--- src/include/mips_settings.svh ---
//========================================
// mips settings
// global sizing for the single-cycle core,
// its register file and the data SRAM
//========================================
`ifndef MIPS_SETTINGS_SVH
`define MIPS_SETTINGS_SVH

// data path and address width
`define WORD_W 32

// architectural registers, zero included
`define REG_COUNT 32

// data memory words, the one knob meant to change
`define DMEM_DEPTH 128
// word index width into the SRAM
`define DMEM_AW ($clog2(`DMEM_DEPTH))

// program limits
`define RESET_PC 32'h0000_0000
`define PROG_MAX_WORDS 256

`endif

--- src/rtl/mips_pkg.sv ---
//========================================
// mips package
// shared field types, opcode / funct
// codes and the ALU control encoding
//========================================
`include "mips_settings.svh"

package mips_pkg;
  typedef logic [`WORD_W-1:0] word_t;
  typedef logic [4:0] regIdx_t;
  typedef logic [5:0] opcode_t;
  typedef logic [5:0] funct_t;
  typedef logic [3:0] aluCtrl_t;

  // main opcodes
  localparam opcode_t opRType = 6'b000000;
  localparam opcode_t opAddi  = 6'b001000;
  localparam opcode_t opLw    = 6'b100011;
  localparam opcode_t opSw    = 6'b101011;
  localparam opcode_t opBeq   = 6'b000100;
  localparam opcode_t opJ     = 6'b000010;
  localparam opcode_t opJal   = 6'b000011;

  // R group function codes
  localparam funct_t fnAdd = 6'b100000;
  localparam funct_t fnSub = 6'b100010;
  localparam funct_t fnAnd = 6'b100100;
  localparam funct_t fnOr  = 6'b100101;
  localparam funct_t fnSlt = 6'b101010;
  localparam funct_t fnSll = 6'b000000;
  localparam funct_t fnSrl = 6'b000010;
  localparam funct_t fnJr  = 6'b001000;

  // ALU operations, classic textbook codes plus two shifts
  localparam aluCtrl_t aluAnd = 4'b0000;
  localparam aluCtrl_t aluOr  = 4'b0001;
  localparam aluCtrl_t aluAdd = 4'b0010;
  localparam aluCtrl_t aluSub = 4'b0110;
  localparam aluCtrl_t aluSlt = 4'b0111;
  localparam aluCtrl_t aluSll = 4'b1000;
  localparam aluCtrl_t aluSrl = 4'b1001;

  // jal return address register
  localparam regIdx_t linkIdx = 5'd31;
endpackage

--- src/rtl/dataSram.sv ---
//========================================
// dataSram
// word-wide data memory, active-low chip,
// write and output enables
//========================================
`timescale 1ns/1ps
`include "mips_settings.svh"

module dataSram import mips_pkg::*; (
  input  logic               clk,
  input  logic               cen,
  input  logic               wen,
  input  logic               oen,
  input  logic [`DMEM_AW-1:0] addr,
  input  word_t              wData,
  output word_t              rData
);

  word_t mem [0:`DMEM_DEPTH-1];

  // ========================================
  // write port
  // ========================================
  always_ff @(posedge clk) begin
    if (!cen && !wen) begin
      mem[addr] <= wData;
    end
  end

  // ========================================
  // read port
  // ========================================
  // flow-through, bus idles at zero
  assign rData = (!cen && !oen) ? mem[addr] : '0;

  // write and output drive never overlap
  assert property (@(posedge clk) !(!wen && !oen))
    else $error("dataSram: wen and oen low together");

endmodule

--- config.mk ---
export PLATFORM = sky130hd
export DESIGN_NAME = dataSram
export DESIGN_NICKNAME = d
export VERILOG_FILES = /design/src/rtl/mips_pkg.sv /design/src/rtl/dataSram.sv
export VERILOG_INCLUDE_DIRS = /design/src /design/src/include
export SDC_FILE = /design/constraint.sdc
export NUM_CORES = 2
export LEC_CHECK = 0
export CAP_MARGIN = 20
export CORE_MARGIN = 8
export CORE_UTILIZATION = 45
export CTS_CLUSTER_DIAMETER = 100
export DETAILED_ROUTE_END_ITERATION = 8
export DONT_BUFFER_PORTS = 1
export PLACE_DENSITY = 0.59
export SYNTH_ARGS = -nofsm -noshare
export SYNTH_HDL_FRONTEND = slang
export SYNTH_SLANG_ARGS = --single-unit
--- constraint.sdc ---
create_clock -name clk -period 6.7 [get_ports clk]
set_input_delay 0.335 -clock clk [delete_from_list [all_inputs] [get_ports clk]]
set_output_delay 0.335 -clock clk [all_outputs]
set_load 0.03 [all_outputs]
# ---- After elaboration in Yosys (flattened, before gate mapping)
# Memory sizes are Yosys's and may differ from the RTL's.
# Cells that the tools add are included.
dict set report classes {
  n_mux 3
  n_reduce_logical 5
}
# cell count
set ops {}
lappend ops {{$mux 32} 1}
lappend ops {{$logic_not 1->1} 3}
lappend ops {{$logic_and 1x1->1} 2}
lappend ops {{$mux 1} 2}
dict set report totals {
  reg_bits 0
  ram_bits 4096
  n_memories 1
}
# name depth width read_ports rd_clocked_by_memory_dff wr line
set mem_list {}
lappend mem_list {mem 128 32 1 0 1 dataSram.sv:19} ;# word_t mem [0:`DMEM_DEPTH-1];

# ---- Depth between registers and ports, before layout
dict set report depth {
  word_depth 4
  depth_mapped 12
  depth_no_buf 6
}

# ---- Worst setup path before layout
# Ideal clock, no wire load.
dict set report synth_path {
  path_type {input to register}
  start {in addr[0]}
  end {mem mem[100][0] in the netlist's numbering, enable pin}
  setup_time_ns 0.421
  t_arrival_ns 3.344
  slack_ns 2.935
  stages 10
  path_buffers 7
  path_cell_list {buf_6 -> buf_6 -> buf_4 -> nor3b_2 -> buf_2 -> buf_2 -> buf_2 -> nand2_1 -> clkbuf_1 -> nor2_1}
}
# element line
set synth_rtl {}
lappend synth_rtl {{from (decl)} dataSram.sv:14} ;# input logic [`DMEM_AW-1:0] addr,
lappend synth_rtl {{to (decl)} dataSram.sv:19}
# No word-level cell before the write port.

# ---- Worst setup path after layout
dict set report layout_path {
  start {in addr[2]}
  end {out rData[5]}
}
dict set report layout_between {
  elab_chain_cells 2
}
# element line
set layout_rtl {}
lappend layout_rtl {{$mem_v2 128x32} n/a}
lappend layout_rtl {{$mux 32} dataSram.sv:34} ;# assign rData = (!cen && !oen) ? mem[addr] : '0;
lappend layout_rtl {{to (decl)} dataSram.sv:16} ;# output word_t rData
# Every way passes these cells.

==> flow_metrics.env <==
export IMPL_synthCells=8999
export IMPL_largest_register_ffs=4096
export IMPL_die_h_um=606
export IMPL_cpPeakStageDelay_ps=820
export IMPL_setup_tns_ps=0
export IMPL_period_share_pct=99.6
export IMPL_violations="max-slew violations"
export IMPL_yosysMostFrequentCell="edfxtp_1"
export IMPL_cts_buffers=414
export IMPL_worst_pin_slew_ps=2720
export IMPL_final_util_pct=51.6
export IMPL_worst_slack_ps=25.5
export IMPL_drt_total_wl_mm=554
export IMPL_drt_first_iter_violations=16800
export IMPL_num_rows=216
export IMPL_placed_area_um2=164000
export IMPL_hp_class="input port to flip-flop"
export IMPL_dpl_hpwl_mm=307
export IMPL_path_delay_family="buffers and inverters"
export IMPL_cts_tree="built"
export IMPL_leakage_nw=55.1
export IMPL_drc_errors=0
export IMPL_fin_crit_ps=6670
export IMPL_largestRegisters="mem x4096"
export IMPL_synth_top_cells_by_count="edfxtp_1, a22oi_1, a221oi_1, a21oi_1, o21ai_0"
export IMPL_grt_pass1_vias=89800
export IMPL_drt_pass1_iter_count=6
export IMPL_io_pins=75
export IMPL_seqCellArea_um2=123000
export IMPL_syn_area_um2=157000
export IMPL_design_area_um2=179000
export IMPL_slew_headroom_pct=-81.6
export IMPL_crit_chain="buf_16 -> buf_16 -> and3b_4 -> buf_4 -> buf_4 -> a22o_1 -> o31ai_1 -> a31oi_1 -> a31oi_1 -> a31oi_2"
export IMPL_gr_total_overflow=0
export IMPL_endpoint_kind="primary output"
export IMPL_outcome="complete, but fails checks"
export IMPL_area_delta_synth_final_pct=14.1
export IMPL_avgSynthCellArea_um2=17.4
export IMPL_grt_pass1_wl_mm=754
export IMPL_synth_cell_type_count=80
export IMPL_fill_cells=27700
export IMPL_critPathSlowestCell="buf_16"
export IMPL_cts_num_sinks=4096
export IMPL_ys_seq_area_share_pct=78.5
export IMPL_coreArea_um2=346000
export IMPL_final_layout_size_suffix_gt1_share_pct=16.0
export IMPL_cp_max_fo=239
export IMPL_clk_path_buf_depth=4
export IMPL_post_cts_resized=0
export IMPL_synth_main_ff_cell="edfxtp_1"
export IMPL_holdWs_ps=305
export IMPL_slew_violations=409
export IMPL_dieWidth_um=606
export IMPL_max_vdd_ir_drop_mv=0.223
export IMPL_largest_register="mem"
export IMPL_synth_area_leaders="edfxtp_1, a22oi_1, a221oi_1"
export IMPL_post_drt_wl_per_cell_um=39.3
export IMPL_ys_ff_latch=4096
export IMPL_startpoint_type="input port"
export IMPL_path_buf_inv=4
export IMPL_yosys_warnings=0
export IMPL_multiInputGateArea_um2=32000
export IMPL_setup_violations=0
export IMPL_cp_required_ps=6360
export IMPL_fmax_ghz=0.150
export IMPL_initial_core_util_pct=45.2
export IMPL_clk_pin_slew_ps=60
export IMPL_dieArea_um2=367000
export IMPL_synth_top_cell_area_share_pct=78.5
export IMPL_p_per_area_nw_per_um2=302
export IMPL_viasPerCell=6.80
export IMPL_final_nets=9217
export IMPL_cts_root_buf="clkbuf_16"
export IMPL_synth_top_area_cell="edfxtp_1"
export IMPL_async_flop_share_pct=0
export IMPL_antenna_found_initial=49
export IMPL_postRouteAntennaNets=0
export IMPL_numPortBuffers=0
export IMPL_grt_max_degree=712
export IMPL_worstSetupPathType="input port to primary output"
export IMPL_gp_congestion=0.893
export IMPL_rsz0062_at_grt="no"
export IMPL_place_ws_ps=1340
export IMPL_hold_viol_final=0
export IMPL_arrival_ps=6340
export IMPL_grtUsageTotal_pct=29.3
export IMPL_vias=95900
export IMPL_htree_levels=5
export IMPL_drv_cap=0
export IMPL_syn_nets=9042
export IMPL_synth_enable_flop_cells=4096
[logic make-up after synthesis]
family | share of synthesized area (%)
buf+inv | 2.02
flops | 78.5
compound gates | 12.7
mux | 3.86
simple gates | 2.95
[routing by layer]
layer / track usage [%] / vias to the layer above / part of all wire (%) / wire (um)
met2: 43.3 / 7410 / 44 / 241000
met4: 16.7 / 20 / 6.8 / 37700
met1: 39.5 / 49300 / 37 / 204000
met3: 7.44 / 1349 / 13 / 71500
li1: - / 37800 / - / -
met5: 0 / - / 0.024 / 133
[report_power, final]
part           internal, mW  leakage [nW]  switching (mW)
combinational         0.789          11.9            2.29
sequential             28.3          36.8          0.0126
clock                  12.8          6.39            9.81
total                  41.9          55.1            12.1
[path summary, 6_finish.rpt]
kind,startpoint,to,slack [ps],cells past startpoint
worst max-delay path,addr[2],rData[5],30,10
worst min-delay path,addr[3],mem[20][0],300,4
[layout make-up]
class	instances	share of cell area [%]
multi-input cells	4192	17.9
inverters	5	0.0161
flip-flops and latches	4096	68.8
clock inverters	247	1.21
diodes	18	0.0252
repair buffers	465	2.76
well taps	4578	3.20
clock buffers	505	6.09
[through the flow]
step | instances | power [mW]
floorplan | 8999 | 30.1
global placement | 13200 | 31.0
detailed placement | 13300 | 31.0
CTS | 14100 | 53.8
global route | 14100 | 55.0
finish | 14100 | 54.0
[cells in the final DEF (no fill, tap or decap), types with 111 or more instances in the layout]
cell type and instances:
a211oi_1 111, a21oi_1 419, a221oi_1 512, a22o_1 145
a22oi_1 612, buf_4 343, clkbuf_16 423, edfxtp_1 4096
mux2_2 239, mux2i_1 233, nand2_1 133, nor2_1 189
nor2_4 131, nor2b_1 155, o21ai_0 346, o22ai_1 189
[repair_timing]
action | in CTS | in global routing
hold buffers | 66 | 0
setup buffers | 0 | 0
hold endpoints to repair | 4100 | 0
Power figures use the tool's default switching activity.
